## src/logic/fb_types_pkg.sv

```systemverilog
// ~~~~~~~~~~~~~~~~~~~~~~~~~~~~~~~~~~~~~~~~~~~~~~~~~~~~~~~~~~~~~~~~~~~~~
// Data word, descriptor and depth shared by the frame buffer blocks
// Both FIFOs use FB_DEPTH and hold at most FB_DEPTH-1 entries
// ~~~~~~~~~~~~~~~~~~~~~~~~~~~~~~~~~~~~~~~~~~~~~~~~~~~~~~~~~~~~~~~~~~~~~
`default_nettype none

package fb_types_pkg;

    localparam int unsigned FB_DATA_W = 32;                   // Bits per stream word
    localparam int unsigned FB_DEPTH  = 16;                   // Slots per FIFO
    localparam int unsigned FB_LEN_W  = $clog2(FB_DEPTH + 1); // Holds FB_DEPTH itself, 5 bits

    // One stream word
    typedef logic [FB_DATA_W-1:0] fb_word_t;

    // Per-frame descriptor, written once the frame is complete
    typedef struct packed {
        logic [FB_LEN_W-1:0] len;   // Stored words, never zero
        logic                trunc; // Words were discarded
    } fb_desc_t;

endpackage : fb_types_pkg

`default_nettype wire

```

## src/logic/fb_csr_pkg.sv

```systemverilog
// ~~~~~~~~~~~~~~~~~~~~~~~~~~~~~~~~~~~~~~~~~~~~~~~~~~~~~~~~~~~~~~~~~~~~~
// Register map of the frame buffer control block
// Counter registers clear on any write, max length reads back clamped
// ~~~~~~~~~~~~~~~~~~~~~~~~~~~~~~~~~~~~~~~~~~~~~~~~~~~~~~~~~~~~~~~~~~~~~
`default_nettype none

package fb_csr_pkg;

    localparam int unsigned CSR_ADDR_W = 2;
    localparam int unsigned CSR_DATA_W = 16;

    // Register addresses
    localparam logic [CSR_ADDR_W-1:0] CSR_MAX_LEN = 2'd0; // RW word limit per frame
    localparam logic [CSR_ADDR_W-1:0] CSR_FRAMES  = 2'd1; // Committed frames
    localparam logic [CSR_ADDR_W-1:0] CSR_TRUNC   = 2'd2; // Truncated frames
    localparam logic [CSR_ADDR_W-1:0] CSR_DROP    = 2'd3; // Dropped frames

    localparam int unsigned MAX_LEN_RST = 8; // Limit after reset

endpackage : fb_csr_pkg

`default_nettype wire

```

## src/logic/fifo_0r1w.sv

```systemverilog
// ~~~~~~~~~~~~~~~~~~~~~~~~~~~~~~~~~~~~~~~~~~~~~~~~~~~~~~~~~~~~~~~~~~~~~
// Circular FIFO, head readable combinationally, writes land at the edge
// Holds DEPTH-1 entries. Push while full or pop while empty is illegal
// DEPTH need not be a power of two
// ~~~~~~~~~~~~~~~~~~~~~~~~~~~~~~~~~~~~~~~~~~~~~~~~~~~~~~~~~~~~~~~~~~~~~
`timescale 1ns/1ps
`default_nettype none

module fifo_0r1w #(
    parameter type         T     = logic [31:0],
    parameter int unsigned DEPTH = 16
) (
    input  wire logic i_clk,
    input  wire logic i_rst_n,

    // Write side, one-cycle latency
    input  wire logic i_push,
    input  wire T     i_wdata,
    output      logic o_full,

    // Read side, zero latency
    input  wire logic i_pop,
    output      logic o_empty,
    output      T     o_rdata
);

    localparam int unsigned AWIDTH = (DEPTH > 1) ? $clog2(DEPTH) : 1;

    T                  mem [DEPTH];  // Payload storage
    logic [AWIDTH-1:0] push_idx;     // Next slot to write
    logic [AWIDTH-1:0] pop_idx;      // Current head
    logic [AWIDTH-1:0] push_idx_nxt;
    logic [AWIDTH-1:0] pop_idx_nxt;

    always_comb begin
        // Wrap by compare so odd depths work
        push_idx_nxt = (push_idx == AWIDTH'(DEPTH - 1)) ? '0 : push_idx + 1'b1;
        pop_idx_nxt  = (pop_idx  == AWIDTH'(DEPTH - 1)) ? '0 : pop_idx  + 1'b1;

        o_full  = (push_idx_nxt == pop_idx); // One slot kept free
        o_empty = (push_idx == pop_idx);
        o_rdata = mem[pop_idx];              // Head mux
    end

    // Index control
    always_ff @(posedge i_clk) begin
        if (!i_rst_n) begin
            push_idx <= '0;
            pop_idx  <= '0;
        end else begin
            if (i_push) begin
                push_idx <= push_idx_nxt;
            end
            if (i_pop) begin
                pop_idx <= pop_idx_nxt;
            end
        end
    end

    // Storage write, kept apart for distributed RAM
    always_ff @(posedge i_clk) begin
        if (i_push) begin
            mem[push_idx] <= i_wdata;
        end
    end

endmodule : fifo_0r1w

`default_nettype wire

```

## src/logic/frame_writer.sv

```systemverilog
// ~~~~~~~~~~~~~~~~~~~~~~~~~~~~~~~~~~~~~~~~~~~~~~~~~~~~~~~~~~~~~~~~~~~~~
// Ingress framing. Never stalls, words that do not fit are discarded
// Descriptor FIFO is assumed never full, each entry owns a stored word
// Event pulses are registered, one cycle after the closing push
// ~~~~~~~~~~~~~~~~~~~~~~~~~~~~~~~~~~~~~~~~~~~~~~~~~~~~~~~~~~~~~~~~~~~~~
`timescale 1ns/1ps
`default_nettype none

module frame_writer import fb_types_pkg::*; (
    input  wire logic                i_clk,
    input  wire logic                i_rst_n,

    // Ingress stream
    input  wire logic                i_in_push,
    input  wire logic                i_in_last,
    input  wire fb_word_t            i_in_data,

    input  wire logic                i_data_full,
    input  wire logic [FB_LEN_W-1:0] i_max_len,

    // FIFO write sides
    output      logic                o_data_push,
    output      fb_word_t            o_data_wdata,
    output      logic                o_desc_push,
    output      fb_desc_t            o_desc_wdata,

    // Event pulses to the register block
    output      logic                o_commit,
    output      logic                o_trunc,
    output      logic                o_drop
);

    logic [FB_LEN_W-1:0] word_cnt;    // Words stored for the open frame
    logic                trunc_flag;  // Sticky, something was discarded
    logic                accept;
    logic                frame_end;
    logic                has_words;
    logic                frame_trunc;
    logic [FB_LEN_W-1:0] frame_len;

    always_comb begin
        accept      = i_in_push && !i_data_full && (word_cnt < i_max_len);
        frame_end   = i_in_push && i_in_last;
        frame_len   = word_cnt + FB_LEN_W'(accept); // Accepted last word counts
        has_words   = (frame_len != '0);
        frame_trunc = trunc_flag || (i_in_push && !accept); // Includes a lost last word

        o_data_push        = accept;
        o_data_wdata       = i_in_data;
        o_desc_push        = frame_end && has_words; // Empty frames leave no trace
        o_desc_wdata.len   = frame_len;
        o_desc_wdata.trunc = frame_trunc;
    end

    always_ff @(posedge i_clk) begin
        if (!i_rst_n) begin
            word_cnt   <= '0;
            trunc_flag <= 1'b0;
            o_commit   <= 1'b0;
            o_trunc    <= 1'b0;
            o_drop     <= 1'b0;
        end else begin
            o_commit <= frame_end && has_words;
            o_trunc  <= frame_end && has_words && frame_trunc;
            o_drop   <= frame_end && !has_words;

            if (frame_end) begin   // Start fresh for the next frame
                word_cnt   <= '0;
                trunc_flag <= 1'b0;
            end else begin
                if (accept) word_cnt <= word_cnt + 1'b1;
                if (i_in_push && !accept) trunc_flag <= 1'b1;
            end
        end
    end

endmodule : frame_writer

`default_nettype wire

```

## src/logic/frame_reader.sv

```systemverilog
// ~~~~~~~~~~~~~~~~~~~~~~~~~~~~~~~~~~~~~~~~~~~~~~~~~~~~~~~~~~~~~~~~~~~~~
// Egress side. A frame is visible only once its descriptor exists
// i_out_pop is ignored while o_out_valid is low
// ~~~~~~~~~~~~~~~~~~~~~~~~~~~~~~~~~~~~~~~~~~~~~~~~~~~~~~~~~~~~~~~~~~~~~
`timescale 1ns/1ps
`default_nettype none

module frame_reader import fb_types_pkg::*; (
    input  wire logic     i_clk,
    input  wire logic     i_rst_n,

    // FIFO heads
    input  wire logic     i_desc_empty,
    input  wire fb_desc_t i_desc_rdata,
    input  wire fb_word_t i_data_rdata,

    // Egress stream
    input  wire logic     i_out_pop,
    output      logic     o_out_valid,
    output      fb_word_t o_out_data,
    output      logic     o_out_last,
    output      logic     o_out_trunc,

    // FIFO pops
    output      logic     o_data_pop,
    output      logic     o_desc_pop
);

    logic [FB_LEN_W-1:0] rd_cnt; // Words already taken from the head frame

    always_comb begin
        o_out_valid = !i_desc_empty;   // Whole frame is stored
        o_out_data  = i_data_rdata;
        o_out_last  = o_out_valid && (rd_cnt == i_desc_rdata.len - FB_LEN_W'(1));
        o_out_trunc = o_out_valid && i_desc_rdata.trunc; // Same on every word of the frame

        o_data_pop = i_out_pop && o_out_valid;
        o_desc_pop = o_data_pop && o_out_last; // Retire with the final word
    end

    always_ff @(posedge i_clk) begin
        if (!i_rst_n) begin
            rd_cnt <= '0;
        end else if (o_desc_pop) begin
            rd_cnt <= '0;
        end else if (o_data_pop) begin
            rd_cnt <= rd_cnt + 1'b1;
        end
    end

endmodule : frame_reader

`default_nettype wire

```

## src/logic/fb_csr.sv

```systemverilog
// ~~~~~~~~~~~~~~~~~~~~~~~~~~~~~~~~~~~~~~~~~~~~~~~~~~~~~~~~~~~~~~~~~~~~~
// Control registers. Max length write of 0 stores 1, large values clamp
// Counters saturate, any write clears the addressed counter
// LEN_W must be below CSR_DATA_W
// ~~~~~~~~~~~~~~~~~~~~~~~~~~~~~~~~~~~~~~~~~~~~~~~~~~~~~~~~~~~~~~~~~~~~~
`timescale 1ns/1ps
`default_nettype none

module fb_csr import fb_csr_pkg::*; #(
    parameter int unsigned LEN_W = 5
) (
    input  wire logic                  i_clk,
    input  wire logic                  i_rst_n,

    // Register bus
    input  wire logic                  i_csr_we,
    input  wire logic [CSR_ADDR_W-1:0] i_csr_addr,
    input  wire logic [CSR_DATA_W-1:0] i_csr_wdata,
    output      logic [CSR_DATA_W-1:0] o_csr_rdata,

    // Events from ingress
    input  wire logic                  i_commit,
    input  wire logic                  i_trunc,
    input  wire logic                  i_drop,

    output      logic [LEN_W-1:0]      o_max_len
);

    logic [LEN_W-1:0]      max_len_q;
    logic [LEN_W-1:0]      max_len_wr;  // Write data after fixup
    logic [CSR_DATA_W-1:0] frames_q;
    logic [CSR_DATA_W-1:0] trunc_q;
    logic [CSR_DATA_W-1:0] drop_q;

    // Clear beats increment, top value sticks
    function automatic logic [CSR_DATA_W-1:0] cnt_next(
        input logic [CSR_DATA_W-1:0] cnt,
        input logic                  inc,
        input logic                  clr
    );
        if (clr) return '0;
        if (inc && (cnt != '1)) return cnt + 1'b1;
        return cnt;
    endfunction

    always_comb begin
        if (i_csr_wdata == '0) begin
            max_len_wr = LEN_W'(1);             // Zero would drop everything
        end else if ((i_csr_wdata >> LEN_W) != '0) begin
            max_len_wr = '1;                    // Beyond the length field
        end else begin
            max_len_wr = i_csr_wdata[LEN_W-1:0];
        end
    end

    always_ff @(posedge i_clk) begin
        if (!i_rst_n) begin
            max_len_q <= LEN_W'(MAX_LEN_RST);
            frames_q  <= '0;
            trunc_q   <= '0;
            drop_q    <= '0;
        end else begin
            if (i_csr_we && (i_csr_addr == CSR_MAX_LEN)) max_len_q <= max_len_wr;
            frames_q <= cnt_next(frames_q, i_commit, i_csr_we && (i_csr_addr == CSR_FRAMES));
            trunc_q  <= cnt_next(trunc_q,  i_trunc,  i_csr_we && (i_csr_addr == CSR_TRUNC));
            drop_q   <= cnt_next(drop_q,   i_drop,   i_csr_we && (i_csr_addr == CSR_DROP));
        end
    end

    // Combinational read
    always_comb begin
        case (i_csr_addr)
            CSR_MAX_LEN: o_csr_rdata = CSR_DATA_W'(max_len_q);
            CSR_FRAMES:  o_csr_rdata = frames_q;
            CSR_TRUNC:   o_csr_rdata = trunc_q;
            CSR_DROP:    o_csr_rdata = drop_q;
            default:     o_csr_rdata = '0;
        endcase
    end

    assign o_max_len = max_len_q;

endmodule : fb_csr

`default_nettype wire

```

## src/logic/frame_buffer.sv

```systemverilog
// ~~~~~~~~~~~~~~~~~~~~~~~~~~~~~~~~~~~~~~~~~~~~~~~~~~~~~~~~~~~~~~~~~~~~~
// Store-and-forward frame buffer, single clock
// Frames appear at egress one cycle after their closing word
// ~~~~~~~~~~~~~~~~~~~~~~~~~~~~~~~~~~~~~~~~~~~~~~~~~~~~~~~~~~~~~~~~~~~~~
`timescale 1ns/1ps
`default_nettype none

module frame_buffer import fb_types_pkg::*, fb_csr_pkg::*; (
    input  wire logic                  i_clk,
    input  wire logic                  i_rst_n,

    // Ingress
    input  wire logic                  i_in_push,
    input  wire logic                  i_in_last,
    input  wire fb_word_t              i_in_data,
    output      logic                  o_in_full,

    // Egress
    output      logic                  o_out_valid,
    output      fb_word_t              o_out_data,
    output      logic                  o_out_last,
    output      logic                  o_out_trunc,
    input  wire logic                  i_out_pop,

    // Register bus
    input  wire logic                  i_csr_we,
    input  wire logic [CSR_ADDR_W-1:0] i_csr_addr,
    input  wire logic [CSR_DATA_W-1:0] i_csr_wdata,
    output      logic [CSR_DATA_W-1:0] o_csr_rdata
);

    logic                data_push, data_pop, data_full;
    fb_word_t            data_wdata, data_rdata;
    logic                desc_push, desc_pop, desc_empty;
    fb_desc_t            desc_wdata, desc_rdata;
    logic                ev_commit, ev_trunc, ev_drop;
    logic [FB_LEN_W-1:0] max_len;

    // Word storage, full flag doubles as ingress level
    fifo_0r1w #(.T(fb_word_t), .DEPTH(FB_DEPTH)) u_data_fifo (
        .i_clk, .i_rst_n,
        .i_push(data_push), .i_wdata(data_wdata), .o_full(data_full),
        .i_pop(data_pop), .o_empty(), .o_rdata(data_rdata)
    );

    // Descriptor storage, cannot fill ahead of the data FIFO
    fifo_0r1w #(.T(fb_desc_t), .DEPTH(FB_DEPTH)) u_desc_fifo (
        .i_clk, .i_rst_n,
        .i_push(desc_push), .i_wdata(desc_wdata), .o_full(),
        .i_pop(desc_pop), .o_empty(desc_empty), .o_rdata(desc_rdata)
    );

    frame_writer u_writer (
        .i_clk, .i_rst_n, .i_in_push, .i_in_last, .i_in_data,
        .i_data_full(data_full), .i_max_len(max_len),
        .o_data_push(data_push), .o_data_wdata(data_wdata),
        .o_desc_push(desc_push), .o_desc_wdata(desc_wdata),
        .o_commit(ev_commit), .o_trunc(ev_trunc), .o_drop(ev_drop)
    );

    frame_reader u_reader (
        .i_clk, .i_rst_n,
        .i_desc_empty(desc_empty), .i_desc_rdata(desc_rdata), .i_data_rdata(data_rdata),
        .i_out_pop, .o_out_valid, .o_out_data, .o_out_last, .o_out_trunc,
        .o_data_pop(data_pop), .o_desc_pop(desc_pop)
    );

    fb_csr #(.LEN_W(FB_LEN_W)) u_csr (
        .i_clk, .i_rst_n, .i_csr_we, .i_csr_addr, .i_csr_wdata, .o_csr_rdata,
        .i_commit(ev_commit), .i_trunc(ev_trunc), .i_drop(ev_drop),
        .o_max_len(max_len)
    );

    assign o_in_full = data_full;

endmodule : frame_buffer

`default_nettype wire

```

## config.mk

```make
export PLATFORM = sky130hd
export DESIGN_NAME = frame_buffer
export DESIGN_NICKNAME = d
export VERILOG_FILES = /design/src/logic/fb_types_pkg.sv /design/src/logic/fb_csr_pkg.sv /design/src/logic/fifo_0r1w.sv /design/src/logic/frame_writer.sv /design/src/logic/frame_reader.sv /design/src/logic/fb_csr.sv /design/src/logic/frame_buffer.sv
export SDC_FILE = /design/constraint.sdc
export NUM_CORES = 1
export LEC_CHECK = 0
export BUFFER_PORTS_ARGS = -buffer_cell sky130_fd_sc_hd__buf_2
export CAP_MARGIN = 20
export CORE_MARGIN = 2
export CORE_UTILIZATION = 40
export CTS_CLUSTER_SIZE = 24
export DETAILED_ROUTE_END_ITERATION = 7
export PLACE_DENSITY = 0.53
export SLEW_MARGIN = 15
export SYNTH_ARGS = -nofsm -noshare
export SYNTH_HDL_FRONTEND = slang
export SYNTH_HIERARCHICAL = 1
export SYNTH_SLANG_ARGS = --single-unit
```

## constraint.sdc

```tcl
create_clock -name i_clk -period 13.6 [get_ports i_clk]
set_input_delay 0 -clock i_clk [delete_from_list [all_inputs] [get_ports i_clk]]
set_output_delay 0 -clock i_clk [all_outputs]
set_load 0.02 [all_outputs]
```

# After elaboration in Yosys (flattened, before gate mapping)
# Memory sizes are Yosys's and may differ from the RTL's. A register that Yosys moved wholly into a read port is not among the register bits.
# Index checks and enable logic that the tools add are counted.
# word_totals
rom_bits	0
ram_bits	608
elab_cells	116
mem_count	2
ff_bits	83
latchBits	0
out_inout_bits	52
# mem_list
memory	depth	word_bits	rd	rd_clocked_by_memory_dff	write_ports	line	source
u_data_fifo.mem	16	32	1	1	1	fifo_0r1w.sv:29	T mem [DEPTH];
u_desc_fifo.mem	16	6	1	1	1	fifo_0r1w.sv:29	
# classes
div_mod_pow	0
reduce_logical	32
eq_ne	13
n_mul	0
bitwise	1
n_mux	42
shifts	0
addsub	11
magnitude_cmp	1
# op_table
operator	count
16-bit 2-to-1 mux	12
16-bit one-hot mux with 4 select lines	1
16-bit by 1-bit adder with 16-bit output, second input constant	3
16-bit inequality test, second input constant	3
4-bit 2-to-1 mux	8
1-bit 2-to-1 mux	19
1-bit logical AND	18
4-bit by 1-bit adder with 4-bit output, second input constant	4
4-bit == test, second input constant	4
16-bit logical NOT	1
16-bit nonzero test	1
5-bit by 1-bit adder with 5-bit output, second input constant	2
5-bit 2-to-1 mux	2
4-bit == test	2
2-bit nonzero test	3
5-bit by 1-bit adder with 5-bit output	1
5-bit == test	1
5-bit < comparator	1
5-bit nonzero test	1
5-bit by 1-bit subtractor with 5-bit output, second input constant	1
2-bit == test, second input constant	2
1-bit logical NOT	4
2-bit OR reduction	2
2-bit by 1-bit == test with 1-bit output, second input constant	1
3 further kinds	3

# Logic depth before layout (Yosys ltp)
# depth
depth_word	11
mapped_depth	19

# Modules after synthesis
# The synthesis kept the hierarchy.
# modules_own_cells
module	area_each_um2	instances	cells_per_inst
fifo_0r1w (u_data_fifo)	19815.3	1	867
fifo_0r1w (u_desc_fifo)	4401.7	1	233
fb_csr	3021.6	1	351
frame_writer	799.5	1	93
frame_reader	650.6	1	77

# Least setup slack after synthesis
# Ideal clock, no wire load.
# synth_timing
kind	reg2reg
start	register u_data_fifo.push_idx[0]
end	memory u_data_fifo/mem[7][0] in the netlist's numbering (enable)
period_less_slack_ns	4.988
t_required_ns	13.139
arrival_time_ns	4.527
stages_incl_launch_ff	13
setup_slack_ns	8.612
setup_ns	0.461
path_cell_list	dfxtp_1 > ha_1 > inv_1 > a311oi_1 > xnor2_1 > nor4_1 > a2111oi_4 > o21ai_2 > buf_6 > inv_1 > clkbuf_1 > nand2_1 > nor3_1
# synth_via
elab_chain_len	8
elab_cells_between_ends	9
classes_between	add/sub: 1; eq/ne: 2; mux: 3; reduce/logical: 3
# synth_lines
element	line	source
start: declaration	fifo_0r1w.sv:30	logic [AWIDTH-1:0] push_idx;
start signal: assignment	fifo_0r1w.sv:52	push_idx <= push_idx_nxt;
4-bit by 1-bit adder with 4-bit output or 4-bit == test (tied branches)	fifo_0r1w.sv:37	push_idx_nxt = (push_idx == AWIDTH'(DEPTH - 1)) ? '0 : push_idx + 1'b1;
4-bit 2-to-1 mux *	fifo_0r1w.sv:37	
4-bit == test *	fifo_0r1w.sv:40	o_full = (push_idx_nxt == pop_idx);
via o_in_full	frame_buffer.sv:16	output logic o_in_full,
1-bit logical NOT *	frame_writer.sv:42	accept = i_in_push && !i_data_full && (word_cnt < i_max_len);
1-bit logical AND * (2 in a row)	frame_writer.sv:42	
via data_push	frame_buffer.sv:32	logic data_push, data_pop, data_full;
1-bit 2-to-1 mux *	fifo_0r1w.sv:62	if (i_push) begin
1-bit 2-to-1 mux (implied by the code) *	fifo_0r1w.sv:63	mem[push_idx] <= i_wdata;
end: declaration	fifo_0r1w.sv:29	
# The timed path passes the listed nets; every way through them passes the cells marked *.

==> flow_summary.ini <==
[layout]
fin_area_sq_um = 32400
multiInputGateArea_sq_um = 7650
nets = 1809
fill_cells = 6188
drive_above_1_share = 0.235
seq_area_sq_um = 20100
final_common_cell = edfxtp_1
mostFrequentLayoutCells = 608 x edfxtp_1, 144 x mux4_2, 107 x buf_2, 89 x dfxtp_1, 82 x nand2_1
synthToLayoutAreaGrowth_pct = 13.4

[setup_path]
cp-end-kind = flip-flop
crit_path_top_delay_cell = nor2_1
worstPathRequired_ns = 13.83
crit_family = simple AND/OR/NAND/NOR gates
critPathLaunchType = flip-flop
worst_ep_arrival_time_ns = 5.95
critPathMaxStageDelay_ns = 0.71
criticalPathCategory = flip-flop to flip-flop
r2r_cells = 15
path_cells = ha_1, inv_1, a311oi_1, xnor2_1, nor4_1, a2111oi_4, o21ai_2, inv_1, ha_1, ha_1, or3_1, nor3_1, nor2_1, nand2_1, nor3_1
crit_fanout = 17
crit_path_frequent_cell = ha_1
critPathBufInv = 2
crit_cells = 15

[routing]
vias = 14977
ant_nets = 0
drt_iter0_markers = 1023
via_per_inst = 5.48
drtPass1Iterations = 5
post_drt_wl_per_cell_um = 23.2
wirelength_um = 63600
drcViolationCount = 0

[pwr]
clkPwrFrac = 0.398
switchingPower_w = 0.00103
swShare = 0.224
pwr-share-seq = 0.525
internal_power_w = 0.00357
ir_drop_uv = 96.6
power_density_nw_per_um2 = 142
p_comb_frac = 0.077
p_leak_nw = 10.4

[cts]
cts_tree = done
clock_sinks = 699
clk_latency_ns = 0.60
post_cts_buffers = 0
root_buffer = clkbuf_16
cts_htree_levels = 3
clock_path_buffers = 3
numCtsBuffers = 73
clk_pin_slew_ns = 0.06

[global_routing]
grt_first_pass_wirelength_um = 96900
grt_pass1_vias = 15607
grt_max_degree = 97
global_route.usage.total = 0.174
antenna_found_initial = 5
grt_overflow_total = 0

[placement]
place_congestion = 0.801
port_buffers = 107
place_area_sq_um = 29700
hpwlAfterDp_um = 36200

[timing]
whs_ns = 0.164
skew_ns = 0.0268
finalCritPeriodShare = 0.420
setup_viol = 0
max_freq_mhz = 175
period_needed_ns = 5.71
hold_viol_final = 0
slew_viol_final = 0
worst_pin_slew_ns = 1.14
rsz0062_at_grt = false
setup_tns_ns = 0
relSlewSlack = 0.239

[hold_path]
hp-class = primary input to flip-flop
hold_path_depth = 3

[synth]
synthCells = 1612
syn_area_sq_um = 28600
syn_nets = 1690
avgSynthCellArea_sq_um = 17.8
yosysWarningCount = 6

[die]
core.rowCount = 98
die_w_um = 271
die_height_um = 271
boundaryPins = 108
coreArea_sq_um = 71100
start_util = 0.402
fp.dieArea_sq_um = 73700

[run]
max_cap_violations = 0

[run_status]
outcome = completed
==> worst paths after layout <==
kind | from | end | slack, ns
setup / recovery | u_data_fifo/push_idx[0] | u_desc_fifo/mem[7][0] | 7.89
hold / removal | i_csr_addr[0] | u_csr/trunc_q[6] | 0.16
setup reg to reg | u_data_fifo/push_idx[0] | u_desc_fifo/mem[7][0] | 7.89
hold reg to reg | u_writer/trunc_flag | u_writer/o_trunc | 0.48
==> metrics by stage <==
stage	utilization	setup slack, ns	cells	power (W)
finish	0.456	7.89	2735	0.00460
floorplan	-	8.65	1612	0.00273
CTS	0.456	7.82	2732	0.00466
global route	0.456	7.28	2735	0.00477
global placement	0.418	8.03	2553	0.00281
detailed placement	0.418	7.89	2553	0.00281
==> worst reg2reg max path, delay by kind of cell, from the launching register on <==
kind | cells | cell delay [ns]
compound gates | 3 | 0.72
xor+xnor | 1 | 0.11
fa+ha+maj | 3 | 1.26
buf+inv | 2 | 0.43
flops | 1 | 0.44
simple gates | 6 | 2.40
==> flip-flops by register name, summed over array words and instances, names as in the netlist, named ones only <==
name                  cells
u_data_fifo/mem         512
u_desc_fifo/mem          96
u_csr/drop_q             16
u_csr/frames_q           16
u_csr/trunc_q            16
u_csr/o_max_len           5
u_reader/rd_cnt           5
u_writer/word_cnt         5
u_data_fifo/pop_idx       4
u_data_fifo/push_idx      4
u_desc_fifo/pop_idx       4
u_desc_fifo/push_idx      4
u_writer/o_commit         1
u_writer/o_drop           1
u_writer/o_trunc          1
u_writer/trunc_flag       1
==> final cells by class <==
class / instances / area share
timing repair buffer: 182 / 0.0390
tap: 950 / 0.0366
clock inverter: 35 / 0.00660
sequential: 699 / 0.619
antenna: 1 / 0.0000771
clock buffer: 93 / 0.0599
multi-input combinational: 750 / 0.236
inverter: 25 / 0.00289
==> routing by layer <==
| metal | wire length, um | share of wire | up-vias | GRT usage |
|---|---|---|---|---|
| li1 | - | - | 6719 | - |
| met1 | 28200 | 0.44 | 7833 | 0.238 |
| met2 | 31100 | 0.49 | 329 | 0.287 |
| met3 | 2890 | 0.045 | 90 | 0.0334 |
| met4 | 1320 | 0.021 | 6 | 0.0447 |
| met5 | 41 | 0.00064 | - | 0 |
==> what timing repair did <==
item | in CTS | in global routing
resized for setup | 0 | 0
hold buffers | 51 | 0
endpoints found under the hold margin | 535 | 0
==> power by group through the flow <==
stage | registers (W) | clock network [W] | logic (W)
6_report | 0.00242 | 0.00183 | 0.000352
5_1_grt | 0.00242 | 0.00196 | 0.000385
4_1_cts | 0.00242 | 0.00188 | 0.000361
3_5_place_dp | 0.00246 | 0 | 0.000349
3_3_place_gp | 0.00246 | 0 | 0.000346
2_1_floorplan | 0.00244 | 0 | 0.000288
(Power assumes the default switching activity.)
